===== config.mk =====
export PLATFORM = sky130hd
export DESIGN_NAME = tspp_execute_stage
export DESIGN_NICKNAME = d
export VERILOG_FILES = /design/src/hdl/rv32_pkg.sv /design/src/hdl/alu.sv /design/src/hdl/branch_res.sv /design/src/hdl/control_unit.sv /design/src/hdl/dmem_lanes.sv /design/src/hdl/reg_file.sv /design/src/hdl/tspp_execute_stage.sv
export VERILOG_INCLUDE_DIRS = /design/src /design/src/hdl
export SDC_FILE = /design/constraint.sdc
export NUM_CORES = 2
export LEC_CHECK = 0
export ABC_AREA = 0
export BUFFER_PORTS_ARGS = -buffer_cell sky130_fd_sc_hd__buf_4
export CORE_AREA = 2 2 417 419
export DETAILED_ROUTE_END_ITERATION = 10
export DIE_AREA = 0 0 419 421
export PLACE_DENSITY_LB_ADDON = 0.05
export SLEW_MARGIN = 20
export SYNTH_ARGS = -nofsm -noshare
export SYNTH_HDL_FRONTEND = slang
export SYNTH_HIERARCHICAL = 1
export SYNTH_SLANG_ARGS = --single-unit

===== constraint.sdc =====
create_clock -name CLK -period 11.79 [get_ports CLK]
set_input_delay 2.358 -clock CLK [delete_from_list [all_inputs] [get_ports CLK]]
set_output_delay 2.358 -clock CLK [all_outputs]
set_load 0.05 [all_outputs]

===== src/hdl/tspp_params.svh =====
// Execute stage parameters
// Word width, register count and the halt instruction word

`ifndef TSPP_PARAMS_SVH
`define TSPP_PARAMS_SVH

// Data and address width
`define WORD_W 32

// Architectural registers, x0 included
`define NREGS 32

// All ones never decodes as a valid RV32I word
`define HALT_INSN 32'hFFFFFFFF

`endif


===== src/hdl/rv32_pkg.sv =====
// RV32I shared types
// Opcodes, ALU and access encodings, and the stage's bus structs

package rv32_pkg;

    `include "tspp_params.svh"

    typedef logic [`WORD_W-1:0] word_t;
    typedef logic [4:0] regsel_t;

    typedef enum logic [6:0] {
        OP_LUI    = 7'b0110111,
        OP_AUIPC  = 7'b0010111,
        OP_JAL    = 7'b1101111,
        OP_JALR   = 7'b1100111,
        OP_BRANCH = 7'b1100011,
        OP_LOAD   = 7'b0000011,
        OP_STORE  = 7'b0100011,
        OP_IMM    = 7'b0010011,
        OP_REG    = 7'b0110011
    } opcode_t;

    typedef enum logic [3:0] {
        ALU_ADD, ALU_SUB, ALU_SLL, ALU_SLT, ALU_SLTU,
        ALU_XOR, ALU_SRL, ALU_SRA, ALU_OR, ALU_AND
    } aluop_t;

    // Values are funct3, shared by loads and stores
    typedef enum logic [2:0] {
        LB  = 3'b000,
        LH  = 3'b001,
        LW  = 3'b010,
        LBU = 3'b100,
        LHU = 3'b101
    } load_t;

    typedef enum logic [2:0] {
        BEQ  = 3'b000,
        BNE  = 3'b001,
        BLT  = 3'b100,
        BGE  = 3'b101,
        BLTU = 3'b110,
        BGEU = 3'b111
    } branch_t;

    typedef struct packed {
        word_t pc;
        word_t pc4;
        word_t instr;
        logic  prediction;
    } fetch_ex_t;

    typedef struct packed {
        regsel_t     rs1, rs2, rd;
        aluop_t      alu_op;
        logic [1:0]  alu_a_sel, alu_b_sel, w_sel;
        logic        imm_shamt_sel;
        logic        wen, dren, dwen;
        logic        branch;
        branch_t     branch_type;
        logic        jump, j_sel, ex_pc_sel;
        load_t       load_type;
        word_t       imm_I, imm_S;
        logic [12:0] imm_SB;
        word_t       imm_UJ, imm_U;
        logic        halt, illegal_insn;
    } ctrl_t;

    typedef struct packed {
        word_t      addr;
        word_t      wdata;
        logic [3:0] byte_en;
        logic       ren, wen;
    } dbus_req_t;

    typedef struct packed {
        regsel_t rd;
        word_t   data;
        logic    wen;
    } wb_t;

    typedef struct packed {
        logic  mal_l, mal_s, illegal;
        word_t badaddr;
    } exc_t;

endpackage


===== src/hdl/alu.sv =====
// RV32I ALU
// Arithmetic, logic, shifts and set-less-than compares

`timescale 1ns/100ps

module alu (
    input  rv32_pkg::aluop_t aluop,
    input  rv32_pkg::word_t  port_a,
    input  rv32_pkg::word_t  port_b,
    output rv32_pkg::word_t  port_out
);

    import rv32_pkg::*;

    logic [4:0] shamt;

    assign shamt = port_b[4:0];

    always_comb begin
        case (aluop)
            ALU_ADD:  port_out = port_a + port_b;
            ALU_SUB:  port_out = port_a - port_b;
            ALU_SLL:  port_out = port_a << shamt;
            ALU_SRL:  port_out = port_a >> shamt;
            // Arithmetic shift keeps the sign bit
            ALU_SRA:  port_out = word_t'($signed(port_a) >>> shamt);
            ALU_SLT:  port_out = word_t'($signed(port_a) < $signed(port_b));
            ALU_SLTU: port_out = word_t'(port_a < port_b);
            ALU_XOR:  port_out = port_a ^ port_b;
            ALU_OR:   port_out = port_a | port_b;
            ALU_AND:  port_out = port_a & port_b;
            default:  port_out = '0;
        endcase
    end

endmodule


===== src/hdl/branch_res.sv =====
// Conditional branch resolution
// Compares the two sources and forms the pc-relative target

`timescale 1ns/100ps

module branch_res (
    input  rv32_pkg::word_t   rs1_data,
    input  rv32_pkg::word_t   rs2_data,
    input  rv32_pkg::word_t   pc,
    input  logic [12:0]       imm_sb,
    input  rv32_pkg::branch_t branch_type,
    output logic              branch_taken,
    output rv32_pkg::word_t   branch_addr
);

    import rv32_pkg::*;

    word_t offset;

    assign offset      = {{19{imm_sb[12]}}, imm_sb};
    assign branch_addr = pc + offset;

    always_comb begin
        case (branch_type)
            BEQ:     branch_taken = (rs1_data == rs2_data);
            BNE:     branch_taken = (rs1_data != rs2_data);
            BLT:     branch_taken = ($signed(rs1_data) < $signed(rs2_data));
            BGE:     branch_taken = ($signed(rs1_data) >= $signed(rs2_data));
            BLTU:    branch_taken = (rs1_data < rs2_data);
            BGEU:    branch_taken = (rs1_data >= rs2_data);
            default: branch_taken = 1'b0;
        endcase
    end

endmodule


===== src/hdl/control_unit.sv =====
// RV32I instruction decoder
// Produces selects, enables and sign-extended immediates for one instruction

`timescale 1ns/100ps

`include "tspp_params.svh"

module control_unit (
    input  rv32_pkg::word_t instr,
    output rv32_pkg::ctrl_t ctrl
);

    import rv32_pkg::*;

    opcode_t    opcode;
    logic [2:0] funct3;
    logic [6:0] funct7;
    logic       legal;

    assign opcode = opcode_t'(instr[6:0]);
    assign funct3 = instr[14:12];
    assign funct7 = instr[31:25];

    always_comb begin
        ctrl = '0;
        ctrl.rs1 = instr[19:15];
        ctrl.rs2 = instr[24:20];
        ctrl.rd  = instr[11:7];
        ctrl.imm_I  = {{20{instr[31]}}, instr[31:20]};
        ctrl.imm_S  = {{20{instr[31]}}, instr[31:25], instr[11:7]};
        ctrl.imm_SB = {instr[31], instr[7], instr[30:25], instr[11:8], 1'b0};
        ctrl.imm_UJ = {{11{instr[31]}}, instr[31], instr[19:12], instr[20], instr[30:21], 1'b0};
        ctrl.imm_U  = {instr[31:12], 12'b0};
        ctrl.load_type   = load_t'(funct3);
        ctrl.branch_type = branch_t'(funct3);
        ctrl.alu_op = ALU_ADD;
        ctrl.w_sel  = 2'd3;
        legal = 1'b1;

        case (opcode)
            OP_LUI: begin
                ctrl.wen   = 1'b1;
                ctrl.w_sel = 2'd2;
            end
            OP_AUIPC: begin
                ctrl.wen       = 1'b1;
                ctrl.alu_a_sel = 2'd2;
                ctrl.alu_b_sel = 2'd3;
            end
            OP_JAL, OP_JALR: begin
                ctrl.wen       = 1'b1;
                ctrl.w_sel     = 2'd1;
                ctrl.jump      = 1'b1;
                ctrl.ex_pc_sel = 1'b1;
                ctrl.j_sel     = (opcode == OP_JAL);
                if (opcode == OP_JALR && funct3 != 3'b000)
                    legal = 1'b0;
            end
            OP_BRANCH: begin
                ctrl.branch = 1'b1;
                legal = (funct3 != 3'b010) && (funct3 != 3'b011);
            end
            OP_LOAD: begin
                ctrl.dren      = 1'b1;
                ctrl.wen       = 1'b1;
                ctrl.w_sel     = 2'd0;
                ctrl.alu_b_sel = 2'd2;
                legal = (funct3 inside {3'b000, 3'b001, 3'b010, 3'b100, 3'b101});
            end
            OP_STORE: begin
                // Address is imm_S plus rs1
                ctrl.dwen      = 1'b1;
                ctrl.alu_a_sel = 2'd1;
                ctrl.alu_b_sel = 2'd0;
                legal = (funct3 <= 3'b010);
            end
            OP_IMM, OP_REG: begin
                ctrl.wen       = 1'b1;
                ctrl.alu_b_sel = (opcode == OP_IMM) ? 2'd2 : 2'd1;
                case (funct3)
                    3'b000: ctrl.alu_op = (opcode == OP_REG && funct7[5]) ? ALU_SUB : ALU_ADD;
                    3'b001: ctrl.alu_op = ALU_SLL;
                    3'b010: ctrl.alu_op = ALU_SLT;
                    3'b011: ctrl.alu_op = ALU_SLTU;
                    3'b100: ctrl.alu_op = ALU_XOR;
                    3'b101: ctrl.alu_op = funct7[5] ? ALU_SRA : ALU_SRL;
                    3'b110: ctrl.alu_op = ALU_OR;
                    default: ctrl.alu_op = ALU_AND;
                endcase
                ctrl.imm_shamt_sel = (opcode == OP_IMM) && (funct3 inside {3'b001, 3'b101});
                // funct7 is only checked where it is a real field
                if (opcode == OP_REG || ctrl.imm_shamt_sel) begin
                    if (funct7 == 7'b0100000)
                        legal = (funct3 == 3'b101) ||
                                (opcode == OP_REG && funct3 == 3'b000);
                    else
                        legal = (funct7 == 7'b0000000);
                end
            end
            default: legal = 1'b0;
        endcase

        if (instr == `HALT_INSN) begin
            ctrl.halt = 1'b1;
            legal = 1'b1;
        end

        if (!legal) begin
            ctrl.wen       = 1'b0;
            ctrl.dren      = 1'b0;
            ctrl.dwen      = 1'b0;
            ctrl.branch    = 1'b0;
            ctrl.jump      = 1'b0;
            ctrl.ex_pc_sel = 1'b0;
        end
        ctrl.illegal_insn = ~legal;
    end

endmodule


===== src/hdl/dmem_lanes.sv =====
// Data bus lane logic, little-endian
// Byte enables, store replication, load extension and alignment check

`timescale 1ns/100ps

module dmem_lanes (
    input  rv32_pkg::word_t     addr,
    input  rv32_pkg::word_t     store_data,
    input  rv32_pkg::load_t     load_type,
    input  logic                dren,
    input  logic                dwen,
    input  rv32_pkg::word_t     rdata,
    output rv32_pkg::dbus_req_t req,
    output rv32_pkg::word_t     load_out,
    output logic                mal_addr
);

    import rv32_pkg::*;

    logic [1:0] offset;
    logic [7:0] lane_b;
    logic [15:0] lane_h;
    logic       misaligned;

    assign offset = addr[1:0];

    always_comb begin
        case (load_type)
            LB, LBU: begin
                req.byte_en = 4'b0001 << offset;
                req.wdata   = {4{store_data[7:0]}};
                misaligned  = 1'b0;
            end
            LH, LHU: begin
                req.byte_en = offset[1] ? 4'b1100 : 4'b0011;
                req.wdata   = {2{store_data[15:0]}};
                misaligned  = offset[0];
            end
            default: begin
                req.byte_en = 4'b1111;
                req.wdata   = store_data;
                misaligned  = (offset != 2'b00);
            end
        endcase
    end

    assign mal_addr = (dren | dwen) & misaligned;
    assign req.addr = addr;
    assign req.ren  = dren & ~misaligned;
    assign req.wen  = dwen & ~misaligned;

    // Pick the addressed lane before extending
    assign lane_b = rdata[8*offset +: 8];
    assign lane_h = offset[1] ? rdata[31:16] : rdata[15:0];

    always_comb begin
        case (load_type)
            LB:      load_out = {{24{lane_b[7]}}, lane_b};
            LBU:     load_out = {24'b0, lane_b};
            LH:      load_out = {{16{lane_h[15]}}, lane_h};
            LHU:     load_out = {16'b0, lane_h};
            default: load_out = rdata;
        endcase
    end

endmodule


===== src/hdl/reg_file.sv =====
// Integer register file
// Two combinational read ports and one clocked write port, x0 reads zero

`timescale 1ns/100ps

`include "tspp_params.svh"

module reg_file (
    input  logic              CLK,
    input  logic              nRST,
    input  rv32_pkg::regsel_t rs1,
    input  rv32_pkg::regsel_t rs2,
    output rv32_pkg::word_t   rs1_data,
    output rv32_pkg::word_t   rs2_data,
    input  rv32_pkg::wb_t     wb
);

    import rv32_pkg::*;

    word_t regs [`NREGS];

    always_ff @(posedge CLK, negedge nRST) begin
        if (!nRST) begin
            regs <= '{default: '0};
        end else if (wb.wen && wb.rd != '0) begin
            regs[wb.rd] <= wb.data;
        end
    end

    // No bypass from the write port
    assign rs1_data = regs[rs1];
    assign rs2_data = regs[rs2];

endmodule


===== src/hdl/tspp_execute_stage.sv =====
// Execute stage of the two-stage RV32I pipeline
// Decode, register read, ALU, branch and jump resolution, data bus and write-back

`timescale 1ns/100ps

module tspp_execute_stage (
    input  logic                CLK,
    input  logic                nRST,
    input  rv32_pkg::fetch_ex_t fetch_ex,
    input  logic                in_valid,
    output logic                in_ready,
    output rv32_pkg::dbus_req_t dbus,
    input  logic                dmem_ready,
    input  rv32_pkg::word_t     rdata,
    output rv32_pkg::wb_t       wb,
    output rv32_pkg::word_t     brj_addr,
    output logic                mispredict,
    output rv32_pkg::exc_t      exc,
    output logic                halt
);

    import rv32_pkg::*;

    ctrl_t ctrl;
    word_t rs1_data, rs2_data;
    word_t port_a, port_b, alu_out;
    word_t load_out, branch_addr, jump_addr;
    logic  br_cond, taken, mal_addr;
    logic  out_rst, go, mem_wait, accept;

    control_unit cu0 (.instr(fetch_ex.instr), .ctrl(ctrl));

    // Register file sits beside the datapath it feeds
    reg_file rf0 (
        .CLK, .nRST, .rs1(ctrl.rs1), .rs2(ctrl.rs2),
        .rs1_data, .rs2_data, .wb
    );

    always_comb begin
        case (ctrl.alu_a_sel)
            2'd0:    port_a = rs1_data;
            2'd1:    port_a = ctrl.imm_S;
            2'd2:    port_a = fetch_ex.pc;
            default: port_a = '0;
        endcase
        case (ctrl.alu_b_sel)
            2'd0:    port_b = rs1_data;
            2'd1:    port_b = rs2_data;
            2'd2:    port_b = ctrl.imm_shamt_sel ? {27'b0, ctrl.imm_I[4:0]} : ctrl.imm_I;
            default: port_b = ctrl.imm_U;
        endcase
    end

    alu alu0 (.aluop(ctrl.alu_op), .port_a, .port_b, .port_out(alu_out));

    branch_res br0 (
        .rs1_data, .rs2_data, .pc(fetch_ex.pc), .imm_sb(ctrl.imm_SB),
        .branch_type(ctrl.branch_type), .branch_taken(br_cond), .branch_addr
    );

    // JALR target drops bit 0
    assign jump_addr = ctrl.j_sel ? fetch_ex.pc + ctrl.imm_UJ
                                  : (rs1_data + ctrl.imm_I) & ~word_t'(1);
    assign taken      = ctrl.branch & br_cond;
    assign brj_addr   = ctrl.ex_pc_sel ? jump_addr : (taken ? branch_addr : fetch_ex.pc4);
    assign mispredict = fetch_ex.prediction ^ (ctrl.jump | taken);

    // Stage is idle out of reset and after halt
    assign go = in_valid & out_rst & ~halt;

    dmem_lanes dl0 (
        .addr(alu_out), .store_data(rs2_data), .load_type(ctrl.load_type),
        .dren(go & ctrl.dren), .dwen(go & ctrl.dwen), .rdata,
        .req(dbus), .load_out, .mal_addr
    );

    assign mem_wait = (dbus.ren | dbus.wen) & ~dmem_ready;
    assign in_ready = out_rst & ~halt & ~mem_wait;
    assign accept   = in_valid & in_ready;

    always_comb begin
        case (ctrl.w_sel)
            2'd0:    wb.data = load_out;
            2'd1:    wb.data = fetch_ex.pc4;
            2'd2:    wb.data = ctrl.imm_U;
            default: wb.data = alu_out;
        endcase
    end

    assign wb.rd  = ctrl.rd;
    assign wb.wen = accept & ctrl.wen & ~mal_addr & (ctrl.rd != '0);

    assign exc.mal_l   = go & ctrl.dren & mal_addr;
    assign exc.mal_s   = go & ctrl.dwen & mal_addr;
    assign exc.illegal = go & ctrl.illegal_insn;
    assign exc.badaddr = alu_out;

    always_ff @(posedge CLK, negedge nRST) begin
        if (!nRST) begin
            out_rst <= 1'b0;
            halt    <= 1'b0;
        end else begin
            out_rst <= 1'b1;
            if (accept && ctrl.halt)
                halt <= 1'b1;
        end
    end

endmodule


==> results.md <==
- Status: finished clean
- DR pass1 iterations: 6
- Hold Path Class: flop to flop
- Post-synthesis async set-or-reset flop share: 100%
- Final min period: 11,730 ps
- Post-synth EDFFs: 0
- Final Cycle Share: 99.5%
- Layout cell share with drive strength beyond 1: 29.3%
- Critical Path AT: 9370 ps
- GRT Overall Usage: 38.1%
- Top cell type's share of synthesized area: 33.4%
- Count of pins over their slew limit: 0
- Crit path to: wb[16]
- Max frequency: 85.3 MHz
- Area contributors post-synth: dfrtp_1, mux2i_1, mux2_2
- Total negative slack: 0 ps
- Critical path depth in cells: 26
- GP Congestion: 1.04
- Critical Path Start Type: primary input
- Drt total wl: 345,000 um
- Bufs and invs on worst path: 7
- Synth Warn #: 6
- WS Path Type: primary input to primary output
- Post-CTS Hold Fix Bufs: 0
- DRT iter0 DRCs: 6,361
- Placed cell count: 9,932
- Max FO, Critical Path: 53
- Finished Core Util: 50.2%
- Mapped cell area: 76,800 um2
- Core Region: 172,000 um2
- Worst R2R Setup Slack: 3430 ps
- Critical Path RT: 9430 ps
- Mean Syn Cell Area: 10.2 um2
- Die height: 421 um
- Clock buffer depth: 3
- Die area: 176,000 um2
- Leakage power total: 42.2 nW
- # rows: 153
- Worst path max stage delay: 600 ps
- Later-pin clock latency in the skew report: 730 ps
- CTS buffer count: 104
- Post-DRT Antenna Nets: 0
- Non-Filler Instances: 10,100
- Crit-path most repeated cell: buf_4
- Initial antenna violation count: 13
- Largest net degree at the start of global routing: 152
- Hold WS: 401 ps
- DP HPWL: 248,000 um
- Max-Cap Viols: 0
- Clock Tree Root: clkbuf_16
- CTS tree: built
- CP delay by family, top: compound AO/OA/AOI/OAI gates
- H-tree levels: 3
- Vias in the first global route: 63,100
- Fin nets: 8,080
- Fin. Hold Viols: 0
- Clk pin slew, worst setup/hold paths: 60 ps
- Via count: 65,000
- Largest area contributor in the netlist: dfrtp_1
- Worst setup path startpoint: fetch_ex[21]
- Buffers added on ports: 310
- Post-synthesis sequential area ratio: 33.4%
- First-pass GRT wire length: 483,000 um
- Total grt overflow: 0
- Worst R2R Path Depth: 37
- Vias/cell: 6.42
- DRC Markers: 0
- Crit-path slowest cell: a221oi_1
- Setup WS post-layout: 62.4 ps
- Commonest cells post-synth: mux2i_1, dfrtp_1, mux2_2, nand2_1, a21oi_1
- P per Cell Area: 129 nW/um2
- R2r startpoint: rf0/regs[897]
- Synth Register Bits: 1,026
- Syn Inst Count: 7,565
- Final Skew: 37.9 ps
- Final setup vio count: 0
- VDD IR max: 112 uV
- Crit Reg-Reg Endpoint: rf0/regs[629]
- Initial core utilization: 44.5%
- Mean routed wirelength per cell: 34.1 um
- Most frequent cell after synthesis: mux2i_1
- # IOs: 311
- Setup crit end kind: primary output
- Die X-Extent: 419 um
- Slew @ Worst Pin: 1230 ps
- Post-synth top flop: dfrtp_1
- RSZ-0062 raised after global routing: no
- Pre-CTS WS: -46.0 ps
- TritonCTS sink count: 1,026
- Library cells used by synthesis: 117
- Post-CTS setup buffer count: 0
- Area growth syn-to-layout: 12.7%
- Slew HR: 17.5%
==> worst min path at each step <==
stage,start,endpoint,cells past startpoint
after CTS,rf0/regs[1016],rf0/regs[1016],0
after global routing,rf0/regs[1023],rf0/regs[1023],0
after global placement,rf0/regs[1014],rf0/regs[1014],0
final,rf0/regs[1023],rf0/regs[1023],0
after detailed placement,rf0/regs[997],rf0/regs[997],0
after floorplan,rf0/regs[1000],rf0/regs[1000],1
==> power by group <==
group	switching [mW]	internal, mW	leakage [nW]	total [mW]
sequential	0.00359	3.52	14.3	3.53
combinational	2.96	1.31	26.2	4.27
clock	1.47	1.93	1.66	3.40
==> placed cells by master (no fill, tap or decap), types with 221 or more instances in the layout <==
cell	count
mux2i_1	1137
ha_1	221
nand3_1	232
dfrtp_1	1026
nand2_1	450
a22oi_1	238
mux2_2	982
buf_4	815
nor2_1	234
a21oi_1	445
==> stage by stage <==
step           total power, mW  area [um2]
2_1_floorplan             6.03       76900
3_3_place_gp              7.74       82700
3_5_place_dp              7.73       82700
4_1_cts                   11.1       86200
5_1_grt                   11.6       86500
6_report                  11.2       86600
==> metal layers <==
layer	vias to the layer above	track usage [%]	share of wire (%)	wire [um]
met1	33200	49.3	41	141000
met4	2	24.1	7.3	25300
met5	-	0	0.0020	7
met3	786	6.66	7.2	24800
li1	28100	-	-	-
met2	2906	58.8	45	155000
==> cell type report <==
type                       count  area, um2
timing repair buffer         905       7920
inverter                     160        601
tap                         2325       2910
sequential                  1026      25700
fill                       16000      85900
multi-input combinational   5524      46000
clock buffer                 137       2920
clock inverter                46        499
antenna                       10       25.0
==> timing repair <==
item,CTS,global route
gates resized for setup,2,32
endpoints found under the setup margin,21,33
cloned,1,6
pin swaps,0,1
==> flip-flops by register name (all words and copies together), names as in the netlist <==
signal and cells:
rf0/regs 1024, out_rst 1, halt 1
==> cells by family after synthesis <==
family,synth area share [%]
AO/OA/AOI/OAI,14.1
XOR/XNOR,1.00
adder cells (fa/ha/maj),3.73
buffers and inverters,7.18
flip-flops,33.4
multiplexers,32.1
other,0.00978
AND/OR/NAND/NOR,8.48
No activity file was read; power rests on OpenSTA's default activity.
